==> src/logic/calc_pkg.sv <==
package calc_pkg;

  localparam data_width_lp     = 32;
  localparam reg_addr_width_lp = 5;
  localparam instr_width_lp    = 32;
  localparam shamt_width_lp    = 5;

  // I-type immediate sits above rs1, funct3, rd and opcode
  localparam imm_width_lp = instr_width_lp - 20;

  // Stage registers behind the reservation register
  localparam pipe_stage_els_lp = 3;
  localparam commit_stage_lp   = 1;
  localparam wb_stage_lp       = 2;
  localparam mul_stage_lp      = 1;

  // Next-state stages plus the last writeback
  localparam fwd_els_lp = pipe_stage_els_lp + 2;

  localparam logic [6:0] opcode_op_lp     = 7'b0110011;
  localparam logic [6:0] opcode_op_imm_lp = 7'b0010011;

  localparam logic [2:0] funct3_add_lp = 3'b000;
  localparam logic [2:0] funct3_sll_lp = 3'b001;
  localparam logic [2:0] funct3_slt_lp = 3'b010;
  localparam logic [2:0] funct3_xor_lp = 3'b100;
  localparam logic [2:0] funct3_srl_lp = 3'b101;
  localparam logic [2:0] funct3_or_lp  = 3'b110;
  localparam logic [2:0] funct3_and_lp = 3'b111;
  localparam logic [2:0] funct3_mul_lp = 3'b000;

  localparam logic [6:0] funct7_alt_lp    = 7'b0100000;
  localparam logic [6:0] funct7_muldiv_lp = 7'b0000001;

  typedef union packed
  {
    struct packed
    {
      logic [6:0]                   funct7;
      logic [reg_addr_width_lp-1:0] rs2_addr;
      logic [reg_addr_width_lp-1:0] rs1_addr;
      logic [2:0]                   funct3;
      logic [reg_addr_width_lp-1:0] rd_addr;
      logic [6:0]                   opcode;
    } rtype;
    struct packed
    {
      logic [imm_width_lp-1:0]      imm12;
      logic [reg_addr_width_lp-1:0] rs1_addr;
      logic [2:0]                   funct3;
      logic [reg_addr_width_lp-1:0] rd_addr;
      logic [6:0]                   opcode;
    } itype;
  } calc_instr_u;

endpackage

==> src/logic/calc_bypass.sv <==
`timescale 1ns/1ps

module calc_bypass
  (input [calc_pkg::reg_addr_width_lp-1:0]                            rs1_addr_i
  , input [calc_pkg::reg_addr_width_lp-1:0]                           rs2_addr_i
  , input [calc_pkg::data_width_lp-1:0]                               rs1_i
  , input [calc_pkg::data_width_lp-1:0]                               rs2_i
  , input [calc_pkg::fwd_els_lp-1:0]                                  fwd_v_i
  , input [calc_pkg::fwd_els_lp-1:0][calc_pkg::reg_addr_width_lp-1:0] fwd_rd_addr_i
  , input [calc_pkg::fwd_els_lp-1:0][calc_pkg::data_width_lp-1:0]     fwd_data_i
  , output logic [calc_pkg::data_width_lp-1:0]                        bypass_rs1_o
  , output logic [calc_pkg::data_width_lp-1:0]                        bypass_rs2_o
  );

  import calc_pkg::*;

  logic [fwd_els_lp-1:0] rs1_hit, rs2_hit;

  always_comb
    begin
      bypass_rs1_o = rs1_i;
      bypass_rs2_o = rs2_i;
      // Oldest slice first, so the youngest match is applied last
      for (int i = fwd_els_lp-1; i >= 0; i--)
        begin
          rs1_hit[i] = fwd_v_i[i] & (fwd_rd_addr_i[i] == rs1_addr_i);
          rs2_hit[i] = fwd_v_i[i] & (fwd_rd_addr_i[i] == rs2_addr_i);
          if (rs1_hit[i])
            bypass_rs1_o = fwd_data_i[i];
          if (rs2_hit[i])
            bypass_rs2_o = fwd_data_i[i];
        end
      // x0 is hardwired
      if (rs1_addr_i == '0)
        bypass_rs1_o = '0;
      if (rs2_addr_i == '0)
        bypass_rs2_o = '0;
    end

  always_comb
    begin
      for (int i = 0; i < fwd_els_lp; i++)
        begin
          if (rs1_hit[i] | rs2_hit[i])
            assert (!$isunknown(fwd_data_i[i]))
              else $error("forward slice %0d matched with unknown data", i);
        end
    end

endmodule

==> src/logic/calc_completion.sv <==
`timescale 1ns/1ps

module calc_completion
  (input                                       clk_i
  , input                                      reset_i
  , input                                      flush_i
  , input                                      ex1_v_i
  , input                                      ex1_int_v_i
  , input                                      ex1_mul_v_i
  , input                                      ex1_irf_w_v_i
  , input                                      ex1_illegal_i
  , input calc_pkg::calc_instr_u               ex1_instr_i
  , input [calc_pkg::data_width_lp-1:0]        int_data_i
  , input [calc_pkg::data_width_lp-1:0]        mul_data_i
  , output logic [calc_pkg::fwd_els_lp-1:0]    fwd_v_o
  , output logic [calc_pkg::fwd_els_lp-1:0][calc_pkg::reg_addr_width_lp-1:0] fwd_rd_addr_o
  , output logic [calc_pkg::fwd_els_lp-1:0][calc_pkg::data_width_lp-1:0]     fwd_data_o
  , output logic                               commit_v_o
  , output calc_pkg::calc_instr_u              commit_instr_o
  , output logic                               commit_illegal_o
  , output logic                               wb_v_o
  , output logic [calc_pkg::reg_addr_width_lp-1:0] wb_rd_addr_o
  , output logic [calc_pkg::data_width_lp-1:0]     wb_data_o
  );

  import calc_pkg::*;

  logic [pipe_stage_els_lp:0]   v_n, mul_v_n, irf_w_v_n, illegal_n, poison_n;
  logic [pipe_stage_els_lp-1:0] v_r, mul_v_r, irf_w_v_r, illegal_r, poison_r;

  calc_instr_u [pipe_stage_els_lp:0]   instr_n;
  calc_instr_u [pipe_stage_els_lp-1:0] instr_r;

  logic [pipe_stage_els_lp:0][data_width_lp-1:0]   comp_n;
  logic [pipe_stage_els_lp-1:0][data_width_lp-1:0] comp_r;

  logic                         wb_v_r;
  logic [reg_addr_width_lp-1:0] wb_rd_addr_r;
  logic [data_width_lp-1:0]     wb_data_r;

  // New entry at stage 0, everything else moves down
  assign v_n       = {v_r, ex1_v_i};
  assign mul_v_n   = {mul_v_r, ex1_mul_v_i};
  assign irf_w_v_n = {irf_w_v_r, ex1_irf_w_v_i};
  assign illegal_n = {illegal_r, ex1_illegal_i};
  assign instr_n   = {instr_r, ex1_instr_i};

  always_comb
    begin
      poison_n[0] = flush_i;
      comp_n[0]   = ex1_int_v_i ? int_data_i : '0;
      for (int i = 1; i <= pipe_stage_els_lp; i++)
        begin
          // Flush only reaches entries that have not committed
          poison_n[i] = poison_r[i-1] | (flush_i & (i <= commit_stage_lp));
          comp_n[i]   = ((i == mul_stage_lp) && mul_v_r[i-1]) ? mul_data_i : comp_r[i-1];
        end
    end

  always_ff @(posedge clk_i)
    begin
      if (reset_i)
        begin
          v_r      <= '0;
          poison_r <= '0;
          wb_v_r   <= 1'b0;
        end
      else
        begin
          v_r      <= v_n[pipe_stage_els_lp-1:0];
          poison_r <= poison_n[pipe_stage_els_lp-1:0];
          wb_v_r   <= wb_v_o;
        end
    end

  always_ff @(posedge clk_i)
    begin
      mul_v_r      <= mul_v_n[pipe_stage_els_lp-1:0];
      irf_w_v_r    <= irf_w_v_n[pipe_stage_els_lp-1:0];
      illegal_r    <= illegal_n[pipe_stage_els_lp-1:0];
      instr_r      <= instr_n[pipe_stage_els_lp-1:0];
      comp_r       <= comp_n[pipe_stage_els_lp-1:0];
      wb_rd_addr_r <= wb_rd_addr_o;
      wb_data_r    <= wb_data_o;
    end

  assign commit_v_o       = v_r[commit_stage_lp] & ~poison_r[commit_stage_lp];
  assign commit_instr_o   = instr_r[commit_stage_lp];
  assign commit_illegal_o = commit_v_o & illegal_r[commit_stage_lp];

  assign wb_v_o       = v_r[wb_stage_lp] & irf_w_v_r[wb_stage_lp] & ~poison_r[wb_stage_lp];
  assign wb_rd_addr_o = instr_r[wb_stage_lp].rtype.rd_addr;
  assign wb_data_o    = comp_r[wb_stage_lp];

  // Youngest slice at index 0, last writeback at the top
  always_comb
    begin
      for (int i = 0; i <= pipe_stage_els_lp; i++)
        begin
          fwd_v_o[i]       = v_n[i] & irf_w_v_n[i] & ~poison_n[i];
          fwd_rd_addr_o[i] = instr_n[i].rtype.rd_addr;
          fwd_data_o[i]    = comp_n[i];
        end
      fwd_v_o[fwd_els_lp-1]       = wb_v_r;
      fwd_rd_addr_o[fwd_els_lp-1] = wb_rd_addr_r;
      fwd_data_o[fwd_els_lp-1]    = wb_data_r;
    end

  a_int_mul_excl: assert property (@(posedge clk_i) disable iff (reset_i)
    (v_r[mul_stage_lp-1] & mul_v_r[mul_stage_lp-1]) |-> !$past(ex1_int_v_i));

  a_wb_rd_nonzero: assert property (@(posedge clk_i) disable iff (reset_i)
    wb_v_o |-> (wb_rd_addr_o != '0));

  // A flush in either cycle before commit must have poisoned the entry
  a_commit_unpoisoned: assert property (@(posedge clk_i) disable iff (reset_i)
    commit_v_o |-> (!$past(flush_i) && !$past(flush_i, 2)));

endmodule

==> src/logic/calc_decode.sv <==
`timescale 1ns/1ps

module calc_decode
  (input calc_pkg::calc_instr_u                instr_i
  , output logic                               int_v_o
  , output logic                               mul_v_o
  , output logic                               use_imm_o
  , output logic                               irf_w_v_o
  , output logic                               illegal_o
  , output logic [calc_pkg::data_width_lp-1:0] imm_o
  );

  import calc_pkg::*;

  always_comb
    begin
      int_v_o   = 1'b0;
      mul_v_o   = 1'b0;
      use_imm_o = 1'b0;
      case (instr_i.rtype.opcode)
        opcode_op_lp:
          begin
            case (instr_i.rtype.funct7)
              7'b0000000:
                int_v_o = instr_i.rtype.funct3 inside {funct3_add_lp, funct3_sll_lp,
                  funct3_slt_lp, funct3_xor_lp, funct3_srl_lp, funct3_or_lp, funct3_and_lp};
              // SUB only, no arithmetic shift
              funct7_alt_lp:    int_v_o = (instr_i.rtype.funct3 == funct3_add_lp);
              funct7_muldiv_lp: mul_v_o = (instr_i.rtype.funct3 == funct3_mul_lp);
              default:          int_v_o = 1'b0;
            endcase
          end
        opcode_op_imm_lp:
          begin
            use_imm_o = 1'b1;
            int_v_o   = instr_i.itype.funct3 inside {funct3_add_lp, funct3_slt_lp,
              funct3_xor_lp, funct3_or_lp, funct3_and_lp};
          end
        default: use_imm_o = 1'b0;
      endcase
    end

  // Anything that reaches neither pipe is illegal
  assign illegal_o = ~(int_v_o | mul_v_o);
  assign irf_w_v_o = ~illegal_o & (instr_i.itype.rd_addr != '0);

  assign imm_o = {{(data_width_lp-imm_width_lp){instr_i.itype.imm12[imm_width_lp-1]}}
                 , instr_i.itype.imm12};

endmodule

==> src/logic/calc_pipe_int.sv <==
`timescale 1ns/1ps

module calc_pipe_int
  (input calc_pkg::calc_instr_u                instr_i
  , input                                      use_imm_i
  , input [calc_pkg::data_width_lp-1:0]        rs1_i
  , input [calc_pkg::data_width_lp-1:0]        rs2_i
  , input [calc_pkg::data_width_lp-1:0]        imm_i
  , output logic [calc_pkg::data_width_lp-1:0] data_o
  );

  import calc_pkg::*;

  logic [data_width_lp-1:0]  src2;
  logic [shamt_width_lp-1:0] shamt;
  logic                      sub_v;

  assign src2  = use_imm_i ? imm_i : rs2_i;
  assign shamt = src2[shamt_width_lp-1:0];

  // funct7 overlaps the immediate in I-type words
  assign sub_v = ~use_imm_i & (instr_i.rtype.funct7 == funct7_alt_lp);

  always_comb
    begin
      case (instr_i.rtype.funct3)
        funct3_add_lp: data_o = sub_v ? (rs1_i - src2) : (rs1_i + src2);
        funct3_sll_lp: data_o = rs1_i << shamt;
        funct3_slt_lp: data_o = {{(data_width_lp-1){1'b0}}, ($signed(rs1_i) < $signed(src2))};
        funct3_xor_lp: data_o = rs1_i ^ src2;
        funct3_srl_lp: data_o = rs1_i >> shamt;
        funct3_or_lp:  data_o = rs1_i | src2;
        funct3_and_lp: data_o = rs1_i & src2;
        default:       data_o = '0;
      endcase
    end

endmodule

==> src/logic/calc_pipe_mul.sv <==
`timescale 1ns/1ps

module calc_pipe_mul
  (input                                       clk_i
  , input [calc_pkg::data_width_lp-1:0]        rs1_i
  , input [calc_pkg::data_width_lp-1:0]        rs2_i
  , output logic [calc_pkg::data_width_lp-1:0] data_o
  );

  import calc_pkg::*;

  logic [data_width_lp-1:0] prod_lo;
  logic [data_width_lp-1:0] prod_r;

  // Low half is the same for signed and unsigned operands
  assign prod_lo = rs1_i * rs2_i;

  // EX1 product lands here, lined up with the mul completion stage
  always_ff @(posedge clk_i)
    begin
      prod_r <= prod_lo;
    end

  assign data_o = prod_r;

endmodule

==> src/logic/calculator_top.sv <==
`timescale 1ns/1ps

module calculator_top
  (input                                           clk_i
  , input                                          reset_i
  , input                                          flush_i
  , input                                          dispatch_v_i
  , input calc_pkg::calc_instr_u                   dispatch_instr_i
  , input [calc_pkg::data_width_lp-1:0]            dispatch_rs1_i
  , input [calc_pkg::data_width_lp-1:0]            dispatch_rs2_i
  , output logic                                   commit_v_o
  , output calc_pkg::calc_instr_u                  commit_instr_o
  , output logic                                   commit_illegal_o
  , output logic                                   wb_v_o
  , output logic [calc_pkg::reg_addr_width_lp-1:0] wb_rd_addr_o
  , output logic [calc_pkg::data_width_lp-1:0]     wb_data_o
  );

  import calc_pkg::*;

  logic                     dec_int_v, dec_mul_v, dec_use_imm, dec_irf_w_v, dec_illegal;
  logic [data_width_lp-1:0] dec_imm;
  logic [data_width_lp-1:0] bypass_rs1, bypass_rs2;

  logic [fwd_els_lp-1:0]                        fwd_v;
  logic [fwd_els_lp-1:0][reg_addr_width_lp-1:0] fwd_rd_addr;
  logic [fwd_els_lp-1:0][data_width_lp-1:0]     fwd_data;

  logic                     res_v_r, res_int_v_r, res_mul_v_r, res_use_imm_r;
  logic                     res_irf_w_v_r, res_illegal_r;
  logic [data_width_lp-1:0] res_imm_r, res_rs1_r, res_rs2_r;
  calc_instr_u              res_instr_r;

  logic [data_width_lp-1:0] int_data, mul_data;

  calc_decode decode
    (.instr_i(dispatch_instr_i)
    ,.int_v_o(dec_int_v)
    ,.mul_v_o(dec_mul_v)
    ,.use_imm_o(dec_use_imm)
    ,.irf_w_v_o(dec_irf_w_v)
    ,.illegal_o(dec_illegal)
    ,.imm_o(dec_imm)
    );

  calc_bypass bypass
    (.rs1_addr_i(dispatch_instr_i.rtype.rs1_addr)
    ,.rs2_addr_i(dispatch_instr_i.rtype.rs2_addr)
    ,.rs1_i(dispatch_rs1_i)
    ,.rs2_i(dispatch_rs2_i)
    ,.fwd_v_i(fwd_v)
    ,.fwd_rd_addr_i(fwd_rd_addr)
    ,.fwd_data_i(fwd_data)
    ,.bypass_rs1_o(bypass_rs1)
    ,.bypass_rs2_o(bypass_rs2)
    );

  // A flush on the dispatch edge drops the instruction here
  always_ff @(posedge clk_i)
    begin
      if (reset_i)
        res_v_r <= 1'b0;
      else
        res_v_r <= dispatch_v_i & ~flush_i;
    end

  always_ff @(posedge clk_i)
    begin
      res_int_v_r   <= dec_int_v;
      res_mul_v_r   <= dec_mul_v;
      res_use_imm_r <= dec_use_imm;
      res_irf_w_v_r <= dec_irf_w_v;
      res_illegal_r <= dec_illegal;
      res_imm_r     <= dec_imm;
      res_rs1_r     <= bypass_rs1;
      res_rs2_r     <= bypass_rs2;
      res_instr_r   <= dispatch_instr_i;
    end

  calc_pipe_int pipe_int
    (.instr_i(res_instr_r)
    ,.use_imm_i(res_use_imm_r)
    ,.rs1_i(res_rs1_r)
    ,.rs2_i(res_rs2_r)
    ,.imm_i(res_imm_r)
    ,.data_o(int_data)
    );

  calc_pipe_mul pipe_mul
    (.clk_i(clk_i)
    ,.rs1_i(res_rs1_r)
    ,.rs2_i(res_rs2_r)
    ,.data_o(mul_data)
    );

  calc_completion completion
    (.clk_i(clk_i)
    ,.reset_i(reset_i)
    ,.flush_i(flush_i)
    ,.ex1_v_i(res_v_r)
    ,.ex1_int_v_i(res_int_v_r)
    ,.ex1_mul_v_i(res_mul_v_r)
    ,.ex1_irf_w_v_i(res_irf_w_v_r)
    ,.ex1_illegal_i(res_illegal_r)
    ,.ex1_instr_i(res_instr_r)
    ,.int_data_i(int_data)
    ,.mul_data_i(mul_data)
    ,.fwd_v_o(fwd_v)
    ,.fwd_rd_addr_o(fwd_rd_addr)
    ,.fwd_data_o(fwd_data)
    ,.commit_v_o(commit_v_o)
    ,.commit_instr_o(commit_instr_o)
    ,.commit_illegal_o(commit_illegal_o)
    ,.wb_v_o(wb_v_o)
    ,.wb_rd_addr_o(wb_rd_addr_o)
    ,.wb_data_o(wb_data_o)
    );

endmodule
==> config.mk <==
export PLATFORM = sky130hd
export DESIGN_NAME = calculator_top
export DESIGN_NICKNAME = d
export VERILOG_FILES = /design/src/logic/calc_pkg.sv /design/src/logic/calc_bypass.sv /design/src/logic/calc_completion.sv /design/src/logic/calc_decode.sv /design/src/logic/calc_pipe_int.sv /design/src/logic/calc_pipe_mul.sv /design/src/logic/calculator_top.sv
export SDC_FILE = /design/constraint.sdc
export NUM_CORES = 2
export LEC_CHECK = 0
export BUFFER_PORTS_ARGS = -buffer_cell sky130_fd_sc_hd__buf_2
export CORE_ASPECT_RATIO = 1.75
export CORE_UTILIZATION = 55
export CTS_BUF_LIST = sky130_fd_sc_hd__clkbuf_8 sky130_fd_sc_hd__clkbuf_16
export CTS_CLUSTER_SIZE = 24
export DETAILED_ROUTE_END_ITERATION = 10
export PLACE_DENSITY_LB_ADDON = 0.12
export SLEW_MARGIN = 20
export SYNTH_ARGS = -nofsm -noshare
export SYNTH_HDL_FRONTEND = slang
export SYNTH_SLANG_ARGS = --single-unit
export TNS_END_PERCENT = 100
==> constraint.sdc <==
create_clock -name clk_i -period 18.1 [get_ports clk_i]
set_clock_uncertainty 0.2 [all_clocks]
set_input_delay 0 -clock clk_i [delete_from_list [all_inputs] [get_ports clk_i]]
set_output_delay 0 -clock clk_i [all_outputs]
set_load 0.05 [all_outputs]
==> results.md <==
- Outcome: finished, final reports clean
- CP Max Fanout: 25
- Total wire length: 142,700 um
- Antenna Nets Post-Route: 0
- Vias per inst: 6.014
- FILL cells: 5,794
- HP Class: input pin to flop
- Crit path capture type: flop
- Max Cap Viol: 0
- Reg-to-Reg Start: res_rs2_r[8]
- I/O pins: 172
- DRT iter0 DRCs: 2,372
- Die height: 341.7 um
- Most frequent cells in the layout: 496 x inv_1, 470 x nand2_1, 410 x fa_1
- GR Overflow Total: 0
- Worst skew pair latency: 600 ps
- Fin. Hold Viols: 0
- Syn_area_per_cell: 8.640 um2
- Row Count: 124
- Clk pin slew, worst setup/hold paths: 70 ps
- Sink Count: 349
- CTS root buf: clkbuf_16
- Post-CTS Resized: 0
- Fin area: 39,960 um2
- Met1 wire length: 49,560 um
- Critical Path Start Type: flop
- Met3 routed wirelength: 10,580 um
- Antenna violations before repair: 12
- Vias: 31,270
- Synth cell types: 89
- Global-route wire length before repair: 209,200 um
- Synthesized cell area: 36,260 um2
- Largest net degree at the start of global routing: 65
- Number of global-route vias before repair: 32,670
- Die span in x: 196.1 um
- Total die area: 67,010 um2
- Deepest clock path buffer count: 3
- Initial Utilization: 55.52%
- Slew @ Worst Pin: 1195 ps
- DRC errors left: 0
- Hold Crit Start: dispatch_instr_i[20]
- Post-synth EDFFs: 0
- #FFs+latches synth: 349
- Post-DP HPWL: 107,800 um
- Final Setup Violations: 0
- Syn_nets: 4,957
- Critical path class: flop to flop
- # port buffers: 171
- WL/cell: 27.45 um
- RSZ-0062 raised after global routing: no
- Synth Flop Type: dfxtp_1
- Placed instance area: 37,400 um2
- Yosys Warn Count: 0
- H-tree depth: 2
- TNS Setup: 0 ps
- Reg2reg setup slack: 9860 ps
- Slew Limit Fails: 0
- Total CTS buffers: 36
- Slew HR: 19.47%
- Post-synthesis sequential area ratio: 19.27%
- CP max stage delay: 1120 ps
- FMAX: 121.3 MHz
- Final Cycle Share: 45.55%
- Setup ws final: 9856 ps
- Gp weighted congestion: 1.049
- Fin Hold WS: 29.84 ps
- Reg-to-reg critical path endpoint: pipe_mul.data_o[31]
- Minimum clock period: 8244 ps
- CTS tree: yes
- Hold path cells: 2
- Post-synth ARST share: 0%
- Worst path cell trace: nand2_1, fa_1, inv_1, fa_1, fa_1, inv_1, fa_1, inv_1, fa_1, inv_1, fa_1, inv_1, fa_1, fa_1, ha_1, and3_1, a221oi_1, o21ai_0, nor3_1, a21oi_1, a41o_1, o211a_1, a31oi_1, xnor2_1
- Worst Reg-to-Reg Cells: 24
- Worst slack, placed: 9964 ps
- Worst hold endpoint: res_instr_r[20]
- Setup bufs post-CTS: 0
- Most common cell on crit path: fa_1
- Routed wl met2: 68,830 um
- Nets: 5,044
- Max layer used: met5
- CP max stage cell: dfxtp_1
- Worst path required time: 18,430 ps
- Cells after Synth: 4,197
- Worst EP arrival: 8580 ps
- Synth-to-layout area growth: 10.18%
- Initial DRT Pass Iterations: 6
- GR Util All Layers: 43.05%
- CORE AREA: 65,320 um2
- Leading cell type in the layout, fill and taps excluded: inv_1
- Layout cells sized above 1: 9.719%
-- worst max path at each step --
stage	from	end	slack, ps	cells after the start
floorplan	res_rs1_r[12]	pipe_mul.data_o[31]	10690	25
global placement	res_rs2_r[8]	pipe_mul.data_o[31]	10140	24
detailed placement	res_rs2_r[8]	pipe_mul.data_o[31]	9960	24
CTS	res_rs2_r[8]	pipe_mul.data_o[31]	9970	24
global route	res_rs2_r[8]	pipe_mul.data_o[31]	9650	24
finish	res_rs2_r[8]	pipe_mul.data_o[31]	9860	24
-- worst max-delay path: cells and delay by family, from the launching register on --
kind                       cells  cell delay (ps)
adders and majority gates      9             4160
AOI/OAI and AO/OA              6             1640
DFF                            1             1120
and+or+nand+nor                3              680
buffers and inverters          5              270
xor gates and xnor gates       1              140
-- through the flow --
stage	utilization, %	std cells
CTS	61.10	5190
detailed placement	57.26	5018
global placement	57.26	5018
global route	61.14	5193
finish	61.17	5200
floorplan	-	4197
-- kinds of logic (layout without fill, tap and decap cells) --
logic type | after synthesis | in the layout | share of synthesized area [%]
fa+ha+maj | 660 | 660 | 31.26
compound gates | 743 | 743 | 12.94
mux | 254 | 254 | 7.805
other cells | 0 | 7 | 0
simple gates | 1192 | 1192 | 15.01
buf+inv | 821 | 935 | 9.426
xor+xnor | 178 | 178 | 4.299
flops | 349 | 349 | 19.27
-- cell usage after synthesis, drive strengths merged (5+ instances only) --
library cell | number | area share, %
a21oi | 202 | 2.8
nor3 | 35 | 0.48
dfxtp | 349 | 19
a221oi | 19 | 0.53
o31ai | 13 | 0.27
nand4 | 10 | 0.17
xor2 | 58 | 1.4
ha | 250 | 8.6
nor2 | 322 | 3.3
and3 | 10 | 0.17
xnor2 | 120 | 2.9
o21bai | 11 | 0.23
fa | 410 | 23
mux2 | 40 | 1.2
o21ai | 210 | 2.9
nor2b | 13 | 0.22
or3 | 11 | 0.19
a22oi | 6 | 0.12
o41ai | 6 | 0.19
clkbuf | 199 | 2.1
nand2 | 470 | 4.9
o22ai | 49 | 0.85
nand2b | 16 | 0.28
or4 | 5 | 0.10
and2 | 221 | 3.8
o211ai | 22 | 0.46
buf | 116 | 2.1
o2bb2ai | 6 | 0.14
a31oi | 16 | 0.28
a221o | 6 | 0.17
mux4 | 16 | 0.99
o21a | 9 | 0.19
clkinv | 9 | 0.093
a22o | 6 | 0.14
nor4 | 12 | 0.24
inv | 497 | 5.2
or2 | 8 | 0.14
nand3 | 44 | 0.61
mux2i | 198 | 5.6
o221ai | 8 | 0.19
a21o | 14 | 0.29
a211oi | 91 | 1.9
-- cell type report --
cell class              instances  area (um2)  area share (%)
inverters                     506        1902           4.760
clock inverters                26       495.5           1.240
well taps                     882        1104           2.762
multi-input cells            3027       25940           64.92
clock buffers                  39       942.2           2.358
diodes                          7       17.52         0.04384
flip-flops and latches        349        6988           17.49
repair buffers                364        2570           6.432
-- state kept, by name (all words and copies together) (netlist names), 5 cells and up --
signal,cells
completion.comp_r,32
completion.fwd_data_o,32
pipe_mul.data_o,32
res_instr_r,31
res_rs2_r,32
completion.wb_rd_addr_r,5
completion.instr_n,27
res_rs1_r,32
completion.wb_data_o,32
completion.commit_instr_o,32
completion.fwd_rd_addr_o,10
completion.wb_data_r,32
-- timing repair --
item / in CTS / in global routing
setup endpoints to repair: 0 / 0
hold buffers: 107 / 0
endpoints found under the hold margin: 86 / 0
-- per-layer routing --
metal	track usage [%]	up-vias
met1	45.97	15400
li1	-	13800
met4	34.94	8
met2	73.52	1494
met5	0	-
met3	8.811	566
Power is left out: the tool's default activity adds up to more than one toggle a clock period on the data nets, which glitch-free logic cannot reach.
